`config.mk`:
```
export PLATFORM = sky130hd
export DESIGN_NAME = lcd_top
export DESIGN_NICKNAME = d
export VERILOG_FILES = /design/src/common/lcd_pkg.sv /design/src/hw/axil_lcd_regs.sv /design/src/hw/lcd_top.sv /design/src/lcd/lcd_cmd_encoder.sv /design/src/lcd/lcd_sequencer.sv /design/src/lcd/lcd_timer.sv
export SDC_FILE = /design/constraint.sdc
export NUM_CORES = 1
export LEC_CHECK = 0
export BUFFER_PORTS_ARGS = -buffer_cell sky130_fd_sc_hd__buf_2
export CAP_MARGIN = 5
export CORE_AREA = 4 4 127 81
export DETAILED_ROUTE_END_ITERATION = 7
export DIE_AREA = 0 0 131 85
export GPL_TIMING_DRIVEN = 0
export PLACE_DENSITY_LB_ADDON = 0.3
export SYNTH_ARGS = -nofsm -noshare
export SYNTH_HDL_FRONTEND = slang
export SYNTH_SLANG_ARGS = --single-unit
```
`constraint.sdc`:
```
create_clock -name clk -period 3.5 [get_ports clk]
set_clock_uncertainty 0.15 [all_clocks]
set_input_delay 0.525 -clock clk [delete_from_list [all_inputs] [get_ports clk]]
set_output_delay 0.525 -clock clk [all_outputs]
set_load 0.02 [all_outputs]
```
`src/common/lcd_pkg.sv`:
```
package lcd_pkg;

	localparam int lcd_data_w  = 8;
	localparam int us_w        = 10;  // up to 1023 us
	localparam int axil_addr_w = 4;
	localparam int axil_data_w = 32;

	typedef logic [lcd_data_w-1:0]  lcd_byte_t;
	typedef logic [us_w-1:0]        us_count_t;
	typedef logic [axil_addr_w-1:0] axil_addr_t;
	typedef logic [axil_data_w-1:0] axil_data_t;

	// register map, byte addresses
	localparam axil_addr_t reg_cfg    = 4'h0;
	localparam axil_addr_t reg_ctrl   = 4'h4;
	localparam axil_addr_t reg_cmd    = 4'h8;
	localparam axil_addr_t reg_status = 4'hC;

	// host transfer, rs in bit 9
	typedef struct packed {
		logic      rs;
		logic      rw;
		lcd_byte_t data;
	} lcd_xfer_t;

	// option bits, lines in bit 6
	typedef struct packed {
		logic lines;
		logic font;
		logic display_on;
		logic cursor;
		logic blink;
		logic inc_dec;
		logic shift;
	} lcd_cfg_t;

	typedef struct packed {
		logic      e;
		logic      rs;
		logic      rw;
		lcd_byte_t data;
	} lcd_pins_t;

	// what the encoder puts on the bus
	typedef enum logic [2:0] {
		step_idle,
		step_wake,
		step_func_set,
		step_disp_ctrl,
		step_clear,
		step_entry_mode,
		step_host
	} lcd_step_e;

	typedef enum logic [1:0] {
		st_power_wait,
		st_init_run,
		st_ready,
		st_xfer
	} seq_state_e;

endpackage

```
`src/hw/axil_lcd_regs.sv`:
```
`timescale 1ns/1ps

module axil_lcd_regs (
	input  logic                clk,
	input  logic                arst_n,
	input  lcd_pkg::axil_addr_t awaddr,
	input  logic                awvalid,
	output logic                awready,
	input  lcd_pkg::axil_data_t wdata,
	input  logic                wvalid,
	output logic                wready,
	output logic                bvalid,
	output logic [1:0]          bresp,
	input  logic                bready,
	input  lcd_pkg::axil_addr_t araddr,
	input  logic                arvalid,
	output logic                arready,
	output lcd_pkg::axil_data_t rdata,
	output logic [1:0]          rresp,
	output logic                rvalid,
	input  logic                rready,
	output lcd_pkg::lcd_cfg_t   cfg,
	output logic                start,
	output lcd_pkg::lcd_xfer_t  xfer,
	output logic                xfer_valid,
	input  logic                xfer_ready,
	input  logic                init_done,
	input  logic                busy
);
	import lcd_pkg::*;

	logic       aw_hs;
	logic       wr_pend;     // write accepted, not yet applied
	axil_addr_t wr_addr;
	axil_data_t wr_data;
	axil_addr_t addr_w;
	axil_data_t data_w;
	logic       wr_blocked;
	axil_data_t rd_word;

	assign aw_hs = awvalid && awready && wvalid && wready;
	assign addr_w = aw_hs ? awaddr : wr_addr;
	assign data_w = aw_hs ? wdata : wr_data;
	// holding register still full and not drained this cycle
	assign wr_blocked = (addr_w == reg_cmd) && xfer_valid && !xfer_ready;

	assign wready = awready;  // address and data are taken together
	assign bresp  = 2'b00;
	assign rresp  = 2'b00;

	always_ff @(posedge clk or negedge arst_n) begin
		if (!arst_n) begin
			awready    <= 1'b0;
			wr_pend    <= 1'b0;
			bvalid     <= 1'b0;
			cfg        <= '0;
			start      <= 1'b0;
			xfer_valid <= 1'b0;
		end else begin
			awready <= 1'b0;
			start   <= 1'b0;
			if (awvalid && wvalid && !awready && !wr_pend && !bvalid)
				awready <= 1'b1;
			if (bvalid && bready)
				bvalid <= 1'b0;
			if (xfer_valid && xfer_ready)
				xfer_valid <= 1'b0;  // sequencer took it
			if (aw_hs || wr_pend) begin
				if (wr_blocked) begin
					wr_pend <= 1'b1;  // response waits for a free slot
				end else begin
					wr_pend <= 1'b0;
					bvalid  <= 1'b1;
					case (addr_w)
						reg_cfg:  cfg <= lcd_cfg_t'(data_w[6:0]);
						reg_ctrl: start <= data_w[0];
						reg_cmd:  xfer_valid <= 1'b1;  // overrides the drain above
						default: ;
					endcase
				end
			end
		end
	end

	// payload registers
	always_ff @(posedge clk) begin
		if (aw_hs) begin
			wr_addr <= awaddr;
			wr_data <= wdata;
		end
		if ((aw_hs || wr_pend) && !wr_blocked && addr_w == reg_cmd)
			xfer <= lcd_xfer_t'(data_w[9:0]);
	end

	always_comb begin
		rd_word = '0;
		case (araddr)
			reg_cfg:    rd_word = {25'd0, cfg};
			reg_cmd:    rd_word = {15'd0, xfer_valid, 6'd0, xfer};  // pending flag in bit 16
			reg_status: rd_word = {30'd0, busy, init_done};
			default: ;  // ctrl is write only
		endcase
	end

	always_ff @(posedge clk or negedge arst_n) begin
		if (!arst_n) begin
			arready <= 1'b0;
			rvalid  <= 1'b0;
		end else begin
			arready <= arvalid && !arready && !rvalid;
			if (arvalid && arready)
				rvalid <= 1'b1;
			else if (rvalid && rready)
				rvalid <= 1'b0;
		end
	end

	always_ff @(posedge clk) begin
		if (arvalid && arready)
			rdata <= rd_word;
	end

endmodule

```
`src/hw/lcd_top.sv`:
```
`timescale 1ns/1ps

module lcd_top #(
	parameter int clk_per_us = 25
) (
	input  logic                clk,
	input  logic                arst_n,
	input  lcd_pkg::axil_addr_t awaddr,
	input  logic                awvalid,
	output logic                awready,
	input  lcd_pkg::axil_data_t wdata,
	input  logic                wvalid,
	output logic                wready,
	output logic                bvalid,
	output logic [1:0]          bresp,
	input  logic                bready,
	input  lcd_pkg::axil_addr_t araddr,
	input  logic                arvalid,
	output logic                arready,
	output lcd_pkg::axil_data_t rdata,
	output logic [1:0]          rresp,
	output logic                rvalid,
	input  logic                rready,
	output logic                lcd_e,
	output logic                lcd_rs,
	output logic                lcd_rw,
	output lcd_pkg::lcd_byte_t  lcd_data
);
	import lcd_pkg::*;

	lcd_cfg_t  cfg;
	lcd_xfer_t xfer;
	lcd_step_e step;
	lcd_pins_t pins;
	us_count_t tmr_us;
	logic      start;
	logic      xfer_valid;
	logic      xfer_ready;
	logic      init_done;
	logic      busy;
	logic      e_on;
	logic      tmr_load;
	logic      tmr_done;
	logic      capture;

	assign capture = xfer_valid & xfer_ready;  // handshake into the encoder

	axil_lcd_regs regs0 (
		.clk, .arst_n,
		.awaddr, .awvalid, .awready, .wdata, .wvalid, .wready,
		.bvalid, .bresp, .bready,
		.araddr, .arvalid, .arready, .rdata, .rresp, .rvalid, .rready,
		.cfg, .start, .xfer, .xfer_valid, .xfer_ready, .init_done, .busy
	);

	lcd_sequencer seq0 (
		.clk, .arst_n, .start, .xfer_valid, .xfer_ready, .step, .e_on,
		.tmr_load, .tmr_us, .tmr_done, .init_done, .busy
	);

	lcd_timer #(.clk_per_us(clk_per_us)) tmr0 (
		.clk, .arst_n, .load(tmr_load), .us(tmr_us), .done(tmr_done)
	);

	lcd_cmd_encoder enc0 (
		.clk, .arst_n, .step, .e_on, .cfg, .xfer, .capture, .pins
	);

	assign lcd_e    = pins.e;
	assign lcd_rs   = pins.rs;
	assign lcd_rw   = pins.rw;
	assign lcd_data = pins.data;

endmodule

```
`src/lcd/lcd_cmd_encoder.sv`:
```
`timescale 1ns/1ps

module lcd_cmd_encoder (
	input  logic               clk,
	input  logic               arst_n,
	input  lcd_pkg::lcd_step_e step,
	input  logic               e_on,
	input  lcd_pkg::lcd_cfg_t  cfg,
	input  lcd_pkg::lcd_xfer_t xfer,
	input  logic               capture,
	output lcd_pkg::lcd_pins_t pins
);
	import lcd_pkg::*;

	lcd_xfer_t xfer_q;  // transfer being sent
	lcd_byte_t data_d;
	logic      rs_d;
	logic      rw_d;

	always_ff @(posedge clk) begin
		if (capture)
			xfer_q <= xfer;
	end

	always_comb begin
		data_d = '0;
		rs_d   = 1'b0;
		rw_d   = 1'b0;
		case (step)
			step_wake:       data_d = 8'h30;
			step_func_set:   data_d = {4'b0011, cfg.lines, cfg.font, 2'b00};
			step_disp_ctrl:  data_d = {5'b00001, cfg.display_on, cfg.cursor, cfg.blink};
			step_clear:      data_d = 8'h01;
			step_entry_mode: data_d = {6'b000001, cfg.inc_dec, cfg.shift};
			step_host: begin
				data_d = xfer_q.data;
				rs_d   = xfer_q.rs;
				rw_d   = xfer_q.rw;  // driven as asked, bus stays output
			end
			default: ;  // idle bus is all zero
		endcase
	end

	always_ff @(posedge clk or negedge arst_n) begin
		if (!arst_n) begin
			pins <= '0;
		end else begin
			pins.e    <= e_on;
			pins.rs   <= rs_d;
			pins.rw   <= rw_d;
			pins.data <= data_d;
		end
	end

endmodule

```
`src/lcd/lcd_sequencer.sv`:
```
`timescale 1ns/1ps

module lcd_sequencer (
	input  logic               clk,
	input  logic               arst_n,
	input  logic               start,
	input  logic               xfer_valid,
	output logic               xfer_ready,
	output lcd_pkg::lcd_step_e step,
	output logic               e_on,
	output logic               tmr_load,
	output lcd_pkg::us_count_t tmr_us,
	input  logic               tmr_done,
	output logic               init_done,
	output logic               busy
);
	import lcd_pkg::*;

	// wake pulse and its gap come out of the 500 us power-up wait
	localparam us_count_t power_us = 10'd480;
	localparam us_count_t pulse_us = 10'd10;
	localparam us_count_t setup_us = 10'd1;
	localparam us_count_t high_us  = 10'd13;
	localparam us_count_t tail_us  = 10'd36;  // rest of the 50 us slot
	localparam logic [3:0] last_phase = 4'd9;

	seq_state_e state, state_d;
	logic [3:0] phase, phase_d;  // init: {command index, wait bit}
	logic       busy_d;
	logic       init_done_d;

	function automatic lcd_step_e init_step(input logic [2:0] idx);
		case (idx)
			3'd0:    return step_wake;
			3'd1:    return step_func_set;
			3'd2:    return step_disp_ctrl;
			3'd3:    return step_clear;
			default: return step_entry_mode;
		endcase
	endfunction

	function automatic us_count_t init_wait_us(input logic [2:0] idx);
		case (idx)
			3'd0:    return 10'd10;
			3'd1:    return 10'd50;
			3'd2:    return 10'd50;
			3'd3:    return 10'd200;  // clear is slow
			default: return 10'd100;
		endcase
	endfunction

	assign xfer_ready = (state == st_ready) && !start;

	always_comb begin
		step = step_idle;
		e_on = 1'b0;
		case (state)
			st_init_run: begin
				step = init_step(phase[3:1]);
				e_on = !phase[0];
			end
			st_xfer: begin
				step = step_host;
				e_on = (phase == 4'd1);
			end
			default: ;
		endcase
	end

	always_comb begin
		state_d     = state;
		phase_d     = phase;
		busy_d      = busy;
		init_done_d = init_done;
		tmr_load    = 1'b0;
		tmr_us      = '0;
		case (state)
			st_power_wait: begin
				if (!busy) begin
					if (start) begin
						busy_d   = 1'b1;
						tmr_load = 1'b1;
						tmr_us   = power_us;
					end
				end else if (tmr_done) begin
					state_d  = st_init_run;
					phase_d  = '0;
					tmr_load = 1'b1;
					tmr_us   = pulse_us;
				end
			end
			st_init_run: begin
				if (tmr_done) begin
					if (phase == last_phase) begin
						state_d     = st_ready;
						busy_d      = 1'b0;
						init_done_d = 1'b1;
					end else begin
						phase_d  = phase + 4'd1;
						tmr_load = 1'b1;
						tmr_us   = phase[0] ? pulse_us : init_wait_us(phase[3:1]);
					end
				end
			end
			st_ready: begin
				if (start) begin  // re-run init
					state_d     = st_power_wait;
					busy_d      = 1'b1;
					init_done_d = 1'b0;
					tmr_load    = 1'b1;
					tmr_us      = power_us;
				end else if (xfer_valid) begin
					state_d  = st_xfer;
					phase_d  = '0;
					busy_d   = 1'b1;
					tmr_load = 1'b1;
					tmr_us   = setup_us;
				end
			end
			default: begin
				if (tmr_done) begin
					phase_d  = phase + 4'd1;
					tmr_load = 1'b1;
					case (phase)
						4'd0: tmr_us = high_us;
						4'd1: tmr_us = tail_us;
						default: begin
							state_d  = st_ready;
							busy_d   = 1'b0;
							tmr_load = 1'b0;
						end
					endcase
				end
			end
		endcase
	end

	always_ff @(posedge clk or negedge arst_n) begin
		if (!arst_n) begin
			state     <= st_power_wait;
			phase     <= '0;
			busy      <= 1'b0;
			init_done <= 1'b0;
		end else begin
			state     <= state_d;
			phase     <= phase_d;
			busy      <= busy_d;
			init_done <= init_done_d;
		end
	end

endmodule

```
`src/lcd/lcd_timer.sv`:
```
`timescale 1ns/1ps

module lcd_timer #(
	parameter int clk_per_us = 25
) (
	input  logic               clk,
	input  logic               arst_n,
	input  logic               load,
	input  lcd_pkg::us_count_t us,
	output logic               done
);
	import lcd_pkg::*;

	localparam int pre_w = $clog2(clk_per_us + 1);
	localparam logic [pre_w-1:0] pre_top = pre_w'(clk_per_us - 1);

	logic [pre_w-1:0] pre;      // cycles left in this microsecond
	us_count_t        us_left;
	logic             active;

	// high in the last cycle of the interval
	assign done = active && (pre == '0) && (us_left == us_count_t'(1));

	always_ff @(posedge clk or negedge arst_n) begin
		if (!arst_n) begin
			pre     <= '0;
			us_left <= '0;
			active  <= 1'b0;
		end else if (load) begin
			pre     <= pre_top;
			us_left <= us;
			active  <= (us != '0);
		end else if (active) begin
			if (pre == '0) begin
				pre     <= pre_top;
				us_left <= us_left - us_count_t'(1);
				if (us_left == us_count_t'(1))
					active <= 1'b0;
			end else begin
				pre <= pre - 1'b1;
			end
		end
	end

endmodule

```
==> results of run 1 <==
[stage by stage]
step	std cells	hold WS [ns]	total power, mW	util [%]
3_5_place_dp	611	0.293	1.51	56.7
5_1_grt	627	0.219	2.51	59.8
4_1_cts	627	0.204	2.43	59.8
6_report	627	0.221	2.41	59.8
3_3_place_gp	611	0.280	1.49	56.7
2_1_floorplan	444	0.0794	1.43	-
[cells by family after synthesis]
family / after synthesis / synth area share (%)
AOI/OAI and AO/OA: 74 / 10.6
buffers and inverters: 61 / 7.33
DFF: 94 / 52.7
adders and majority gates: 11 / 2.97
xor gates and xnor gates: 8 / 1.51
and+or+nand+nor: 133 / 15.9
other: 1 / 0.0810
muxes: 38 / 8.87
[flip-flops by register name, indices dropped and copies added (netlist names), 2 cells and up]
name           cells
seq0.state         2
regs0.xfer        10
enc0.pins         11
regs0.rdata       11
enc0.xfer_q       10
seq0.phase         4
regs0.cfg          7
regs0.wr_addr      4
tmr0.pre           5
tmr0.us_left      10
regs0.wr_data     10
[layout make-up]
class                   instances  area, um^2  share of cell area, %
clock inverters                 7        55.1                   1.02
repair buffers                 51         255                   4.73
multi-input cells             289        1940                   36.0
flip-flops and latches         94        2440                   45.2
well taps                     116         145                   2.69
inverters                      18        67.6                   1.25
plain buffers                  43         272                   5.03
clock buffers                   9         225                   4.17
[routing by layer]
layer  vias to the layer above  GRT usage, %  share of wire (%)
met5                         -             0                  0
met4                         0          5.04                1.1
met3                        10          4.97                9.0
met2                       172          27.1                 41
met1                      1645          31.4                 49
li1                       1642             -                  -
[how the worst max path moves through the flow]
stage                                 start                      end  slack [ns]  cells after the start
floorplan                           awvalid  regs0.xfer[0]$_DFFE_PP_        0.95                      5
global placement                    awvalid  regs0.xfer[7]$_DFFE_PP_        0.37                      6
detailed placement                  awvalid  regs0.xfer[7]$_DFFE_PP_        0.28                      6
CTS                 regs0.awready$_DFF_PN0_  regs0.xfer[4]$_DFFE_PP_        0.50                      5
global route        regs0.awready$_DFF_PN0_  regs0.xfer[6]$_DFFE_PP_        0.33                      5
finish              regs0.awready$_DFF_PN0_  regs0.xfer[6]$_DFFE_PP_        0.53                      5
[power by group through the flow]
stage	clock network (mW)	registers, mW	logic [mW]
floorplan	0	1.27	0.152
global placement	0	1.27	0.222
detailed placement	0	1.28	0.231
CTS	0.945	1.26	0.232
global route	0.990	1.26	0.258
finish	0.918	1.26	0.231
[cell usage in the layout (no fill, tap or decap), types with 3 or more instances in the layout]
cell type  instances
and3_1            12
or3_1              3
edfxtp_1          31
dfrtp_1           49
ha_1              11
xor2_1             5
conb_1            25
nand2b_1           7
xnor2_1            3
dfxtp_1           14
nand3_1           10
clkbuf_16          9
nand4_1            3
buf_2             55
nor3_1            15
mux2_2            24
nor4_1             4
o21a_1             3
a31oi_1            5
clkbuf_1          10
nor2b_1            3
buf_4             26
o22ai_1            4
nor2_1            29
mux2i_1           14
nand2_1           25
a21oi_1           20
o21ai_0           12
inv_1             18
and2_1             3
[critical path: stages (launching register included)]
cell	delay, ns
dfrtp_1	0.41
nand3_1	0.12
clkbuf_1	0.43
buf_1	0.49
a31oi_1	0.22
a21oi_1	0.77
==> impl_metrics.csv, run 1 <==
group,metric,value,unit
status,outcome,"finished, final reports clean",
grt,antenna_found_initial,0,
cts,postCtsSetupBuffers,0,
power_and_ir_drop,power.leakage,2.50,nW
power_and_ir_drop,cellPowerDensity,446,nW/um^2
timing,fin_tns_setup,0,ns
timing,maxSlewHeadroom,27.0,%
power_and_ir_drop,intPower,1.81,mW
placed_design,gp_congestion,0.925,
yosys,synth_edf_count,31,
grt,track_usage,19.9,%
yosys,synth_seq_area_share,52.7,%
timing,fmax,337,MHz
grt,grt_first_pass_wirelength,17200,um
die,io_pins,99,
timing,finalCritPeriodShare,84.8,%
die,die_h,85,um
die,fp.dieW,131,um
cts,clkSlewWorstSetupHoldPaths,0.07,ns
yosys,synth_area_leader_cell,"dfrtp_1",
power_and_ir_drop,seq_power_share,52.3,%
finish,drive_gt1_share,26.4,%
yosys,synth.area.top_cells,"dfrtp_1 (27%), edfxtp_1 (20%), dfxtp_1 (6.1%), mux2_2 (5.8%), buf_4 (4.2%)",
die,rows,27,
finish,area_growth,16.7,%
yosys,synthCells,420,
timing,rsz0062_at_grt,"no",
yosys,async_flop_share,52.1,%
die,initial_core_util,51.3,%
yosys,yosysWarnings,0,
yosys,yosysMostFrequentCell,"dfrtp_1",
cts,numCtsBuffers,9,
setup_path,r2r_cells,5,
finish,nets,564,
hold_path,hold_start,"bready",
cts,cts.sinks,94,
placed_design,place_area,5120,um^2
power_and_ir_drop,sw_frac_of_total,24.9,%
run,max-cap-violations,0,
drt,dr.pass1.iters,5,
finish,final_area,5400,um^2
cts,cts_tree,"done",
hold_path,hold_class,"in2reg",
setup_path,startpoint_type,"register",
cts,cts_max_path_buffers,2,
timing,worstMarginPinSlew,1.09,ns
power_and_ir_drop,net-switching-power,0.599,mW
setup_path,cp-end-kind,"register",
timing,finalSetupViolations,0,
power_and_ir_drop,p_clk_share,38.1,%
drt,drt_drc_violations_left,0,
yosys,syn_avg_cell_area,11.0,um^2
timing,setup_slack,0.533,ns
cts,clk_latency,0.34,ns
placed_design,pre_cts_ws,0.284,ns
drt,first_iter_violations,283,
yosys,ys_types,66,
drt,wl,10400,um
setup_path,r2r_start,"regs0.awready$_DFF_PN0_",
yosys,synth_top_cells_by_count,"dfrtp_1 (49), edfxtp_1 (31), nor2_1 (29)",
yosys,syn-cell-area,4630,um^2
cts,cts_resized,0,
placed_design,portBuffers,51,
drt,route.vias.total,3469,
placed_design,dp_hpwl,7960,um
die,dieArea,11100,um^2
grt,grt_overflow_total,0,
timing,finalCriticalPeriod,2.97,ns
timing,drv_slew,0,
yosys,synthFlopType,"dfrtp_1",
setup_path,worstPathArrival,2.78,ns
power_and_ir_drop,vdd_drop_max,308,uV
grt,grt_max_degree,50,
grt,grt_pass1_vias,3279,
setup_path,critPathMaxFanout,10,
drt,vias_per_cell,5.53,
hold_path,hold_depth,2,
timing,finalHoldViolations,0,
drt,ant_nets,0,
power_and_ir_drop,power_frac_comb,9.6,%
finish,antenna_cells,0,
die,fp.coreArea,9020,um^2
drt,wl_per_cell,16.6,um
cts,holdBufCountCts,0,
cts,clock-root-buffer,"clkbuf_16",
finish,nFillCells,756,
yosys,synth-seq-cells,94,
setup_path,critical_path_class,"reg2reg",
hold_path,whs_endpoint,"regs0.bvalid$_DFF_PN0_",
setup_path,rrSetupSlack,0.53,ns
yosys,synth_top_area_share,26.5,%
setup_path,reg2reg_to,"regs0.xfer[6]$_DFFE_PP_",
cts,htree_num_levels,3,
setup_path,required,3.32,ns
Note: power is estimated with default switching activity, not from simulation.
==> run 2, diff against run 1 <==
Settings changed: CORE_AREA 4 4 127 81 to 4 4 131 83, DIE_AREA 0 0 131 85 to 0 0 135 87.
Clock period 3.5 ns to 2.4 ns, I/O delays scaled along.
==> impl_metrics.csv, run 2 (synthesis gave the netlist of run 1 again) <==
group,metric,value,unit
grt,grt_first_pass_wirelength,17200,um
timing,fmax,418,MHz
hold_path,hold_class,"in2reg",
hold_path,hold_start,"bready",
die,fp.coreArea,9630,um^2
power_and_ir_drop,vdd_drop_max,488,uV
finish,nFillCells,814,
cts,clk_latency,0.35,ns
setup_path,rrSetupSlack,0.007,ns
finish,nets,577,
setup_path,cp-end-kind,"register",
placed_design,place_area,5140,um^2
setup_path,startpoint_type,"register",
finish,final_area,5670,um^2
finish,final_util,58.9,%
grt,track_usage,19.0,%
die,die_h,87,um
setup_path,r2r_start,"tmr0.us_left[1]$_DFFE_PN0P_",
power_and_ir_drop,power.leakage,2.62,nW
timing,setup_slack,0.00740,ns
cts,cts_max_path_buffers,2,
hold_path,hold_depth,2,
die,rows,28,
timing,drv_slew,0,
drt,ant_nets,0,
timing,worstMarginPinSlew,1.11,ns
setup_path,reg2reg_to,"tmr0.us_left[2]$_DFFE_PN0P_",
grt,grt_pass1_vias,3335,
setup_path,r2r_cells,9,
drt,vias_per_cell,5.32,
timing,finalCriticalPeriod,2.39,ns
setup_path,crit_start,"tmr0.us_left[1]$_DFFE_PN0P_",
cts,cts_tree,"done",
run,max-cap-violations,0,
setup_path,required,2.49,ns
timing,finalCritPeriodShare,99.7,%
finish,final_cell_mix,"buf_2 (53), dfrtp_1 (47), buf_4 (38)",
timing,finalHoldViolations,0,
die,initial_core_util,48.0,%
placed_design,dp_hpwl,7960,um
setup_path,critPathMaxFanout,5,
cts,htree_num_levels,3,
die,fp.dieW,135,um
drt,route.vias.total,3507,
power_and_ir_drop,finalPower,3.56,mW
cts,clock-root-buffer,"clkbuf_16",
timing,finalSetupViolations,0,
grt,grt_overflow_total,0,
timing,rsz0062_at_grt,"yes",
placed_design,portBuffers,51,
finish,antenna_cells,0,
die,io_pins,99,
grt,grt_max_degree,50,
cts,clkSlewWorstSetupHoldPaths,0.07,ns
setup_path,critical_path_class,"reg2reg",
finish,final_common_cell,"buf_2",
grt,antenna_found_initial,0,
hold_path,whs_endpoint,"regs0.bvalid$_DFF_PN0_",
timing,maxSlewHeadroom,26.2,%
placed_design,gp_congestion,0.927,
cts,numCtsBuffers,9,
power_and_ir_drop,cellPowerDensity,629,nW/um^2
finish,largestRegisters,"enc0.pins x11, regs0.rdata x11",
setup_path,worstPathArrival,2.48,ns
placed_design,pre_cts_ws,-0.330,ns
finish,drive_gt1_share,32.4,%
drt,drt_drc_violations_left,0,
finish,area_growth,22.6,%
status,outcome,"finished, final reports clean",
cts,holdBufCountCts,0,
drt,first_iter_violations,344,
timing,whs,0.0503,ns
cts,cts.sinks,94,
die,dieArea,11700,um^2
drt,dr.pass1.iters,5,
drt,wl,10900,um
drt,wl_per_cell,16.5,um
run 2: where the power goes:
group	leakage, nW	switching [mW]	internal [mW]
clock network	0.141	0.655	0.727
registers	1.07	0.0655	1.77
logic	1.41	0.192	0.157
run 2: metal layers:
layer  part of all wire (%)  track usage (%)  vias up
met2                     41             26.8      150
met3                    9.7             6.64       15
met5                      0                0        -
met4                   0.87             4.12        0
li1                       -                -     1662
met1                     48             28.1     1680
run 2: how the worst max path moves through the flow:
stage	end	cells past startpoint
2_1_floorplan	seq0.phase[2]$_DFFE_PN0P_	8
3_3_place_gp	seq0.phase[2]$_DFFE_PN0P_	8
3_5_place_dp	seq0.phase[2]$_DFFE_PN0P_	8
4_1_cts	seq0.phase[2]$_DFFE_PN0P_	9
5_1_grt	tmr0.us_left[2]$_DFFE_PN0P_	9
6_report	tmr0.us_left[2]$_DFFE_PN0P_	9
run 2: timing repair:
item,4_1_cts,5_1_grt
endpoints found under the setup margin,33,31
pin swaps,2,6
cloned,0,1
buffers inserted,4,9
resized for setup,12,32
run 2: area by class of cell:
class,instances,area [um^2],share of cell area (%)
Sequential cell,94,2440,43.0
Multi-Input combinational cell,289,2040,36.0
Timing Repair Buffer,65,368,6.49
Buffer,42,295,5.21
Clock buffer,9,225,3.97
Tap cell,135,169,2.98
Inverter,18,67.6,1.19
Clock inverter,7,62.6,1.10
run 2: per-stage QoR:
| stage | std cells | setup TNS (ns) |
|---|---|---|
| finish | 659 | 0 |
| CTS | 649 | -0.107 |
| global placement | 630 | -5.85 |
| detailed placement | 630 | -7.82 |
| global route | 659 | -0.337 |
| floorplan | 444 | 0 |
run 2: worst max-delay path: stages, from the launching register on:
cell and delay (ns):
dfrtp_1 0.40, inv_2 0.09, ha_4 0.12, nor4b_4 0.22, buf_4 0.15, nand4_1 0.25
a221oi_4 0.48, buf_6 0.17, nor2_4 0.03, a31o_2 0.21
==> run 3, diff against run 2 <==
Settings changed: GPL_TIMING_DRIVEN 0 to unset.
==> impl_metrics.csv, run 3 (synthesis gave the netlist of run 1 again) <==
group,metric,value,unit
drt,dr.pass1.iters,5,
grt,track_usage,18.6,%
timing,finalSetupViolations,0,
setup_path,rrSetupSlack,0.09,ns
placed_design,pre_cts_ws,-0.0234,ns
grt,grt_busiest_layer,"met1",
drt,route.vias.total,3426,
setup_path,slowest_stage,"dfrtp_1",
finish,antenna_cells,0,
grt,grt_max_degree,29,
cts,htree_num_levels,3,
drt,vias_per_cell,5.32,
status,outcome,"finished, final reports clean",
setup_path,critPathMaxFanout,8,
setup_path,cp-end-kind,"register",
drt,ant_nets,0,
setup_path,crit_chain,"inv_1, ha_1, or2_2, a21oi_1, a221oi_2, buf_4, buf_4, or3_1, o21a_1",
timing,fin_tns_setup,0,ns
power_and_ir_drop,power.leakage,2.55,nW
grt,gr-usage-met1,29.5,%
drt,wl_per_cell,16.4,um
grt,grtUsageMet3,4.39,%
setup_path,worstPathArrival,2.41,ns
setup_path,startpoint_type,"register",
cts,clock-root-buffer,"clkbuf_16",
grt,use_met2,25.3,%
setup_path,cp_num_buf_inv,3,
cts,cts.sinks,94,
cts,clk_latency,0.35,ns
finish,final_cell_mix,"buf_2 (51), dfrtp_1 (49), buf_4 (39)",
setup_path,critical_path_class,"reg2reg",
die,die_h,87,um
placed_design,dp_hpwl,8000,um
setup_path,endpoint,"tmr0.us_left[8]$_DFFE_PN0P_",
die,fp.dieW,135,um
die,initial_core_util,48.0,%
drt,wl,10600,um
drt,drt_drc_violations_left,0,
setup_path,cp_common_cell,"buf_4",
timing,drv_slew,0,
setup_path,required,2.49,ns
finish,area_growth,19.3,%
timing,maxSlewHeadroom,59.4,%
cts,cts_tree,"done",
setup_path,crit_start,"seq0.state[1]$_DFFE_PN0P_",
placed_design,portBuffers,51,
die,dieArea,11700,um^2
setup_path,r2r_start,"seq0.state[1]$_DFFE_PN0P_",
timing,setup_slack,0.0879,ns
power_and_ir_drop,vdd_drop_max,482,uV
timing,finalCritPeriodShare,96.3,%
placed_design,gp_congestion,0.872,
power_and_ir_drop,finalPower,3.59,mW
timing,fmax,433,MHz
die,rows,28,
grt,grt_first_pass_wirelength,16900,um
timing,finalHoldViolations,0,
cts,cts_max_path_buffers,2,
setup_path,reg2reg_to,"tmr0.us_left[8]$_DFFE_PN0P_",
cts,clkSlewWorstSetupHoldPaths,0.07,ns
setup_path,cpPeakStageDelay,0.38,ns
timing,finalCriticalPeriod,2.31,ns
die,io_pins,99,
finish,nets,562,
timing,whs,0.0474,ns
grt,antenna_found_initial,0,
finish,drive_gt1_share,29.5,%
setup_path,path_depth,9,
hold_path,hold_class,"in2reg",
setup_path,crit_family,"simple AND/OR/NAND/NOR gates",
cts,numCtsBuffers,9,
grt,grt_overflow_total,0,
finish,largestRegisters,"enc0.pins x11, regs0.rdata x11",
drt,first_iter_violations,315,
die,fp.coreArea,9630,um^2
grt,grt_pass1_vias,3265,
finish,final_common_cell,"buf_2",
timing,worstMarginPinSlew,0.608,ns
run,max-cap-violations,0,
power_and_ir_drop,cellPowerDensity,650,nW/um^2
timing,rsz0062_at_grt,"no",
setup_path,r2r_cells,9,
==> run 3: cell count changes in the layout (fill, tap and decap cells not counted), sizes merged <==
cell | before | now
clkbuf | 18 | 9
buf | 98 | 91
clkinv | 1 | 2
clkinvlp | 1 | 0
dlygate4sd3 | 0 | 1
==> run 3: metrics by stage <==
step | instance area (um^2) | std cells | util (%)
global route | 5520 | 644 | 57.3
floorplan | 4720 | 444 | -
CTS | 5490 | 641 | 56.9
finish | 5520 | 644 | 57.3
detailed placement | 5160 | 624 | 53.6
global placement | 5160 | 624 | 53.6
==> run 3: metal layers <==
layer / up-vias / part of all wire (%)
li1: 1637 / -
met1: 1626 / 50
met2: 152 / 41
met3: 11 / 8.6
met4: 0 / 0.84
met5: - / 0
==> run 3: report_power, final <==
part / total [mW] / internal [mW] / switching [mW] / leakage (nW)
Combinational: 0.315 / 0.131 / 0.184 / 1.33
Clock: 1.44 / 0.750 / 0.694 / 0.152
Sequential: 1.83 / 1.77 / 0.0617 / 1.08
==> run 3: worst min path at each step <==
stage                      start                      to  slack (ns)  cells past startpoint
after CTS                 bready  regs0.bvalid$_DFF_PN0_        0.04                      2
after global routing      bready  regs0.bvalid$_DFF_PN0_        0.05                      2
final                     bready  regs0.bvalid$_DFF_PN0_        0.05                      2
after detailed placement  arst_n  regs0.bvalid$_DFF_PN0_        0.22                      1
after floorplan           arst_n  enc0.pins[0]$_DFF_PN0_       -0.09                      0
after global placement    arst_n  regs0.bvalid$_DFF_PN0_        0.22                      1
==> run 3: final cells by class <==
class                           instances  area [um^2]
Fill cell                             824         4120
Clock inverter                          7         83.8
Multi-Input combinational cell        289         1960
Tap cell                              135          169
Timing Repair Buffer                   92          578
Inverter                               18         67.6
Sequential cell                        94         2440
Clock buffer                            9          225
==> run 3: timing repair <==
| action | CTS | global route |
|---|---|---|
| pin swaps | 0 | 4 |
| resized for setup | 2 | 4 |
| endpoints found under the setup margin | 3 | 10 |
| gates cloned | 0 | 0 |
| setup buffers | 0 | 3 |
| hold buffers | 1 | 0 |
| endpoints found under the hold margin | 21 | 0 |
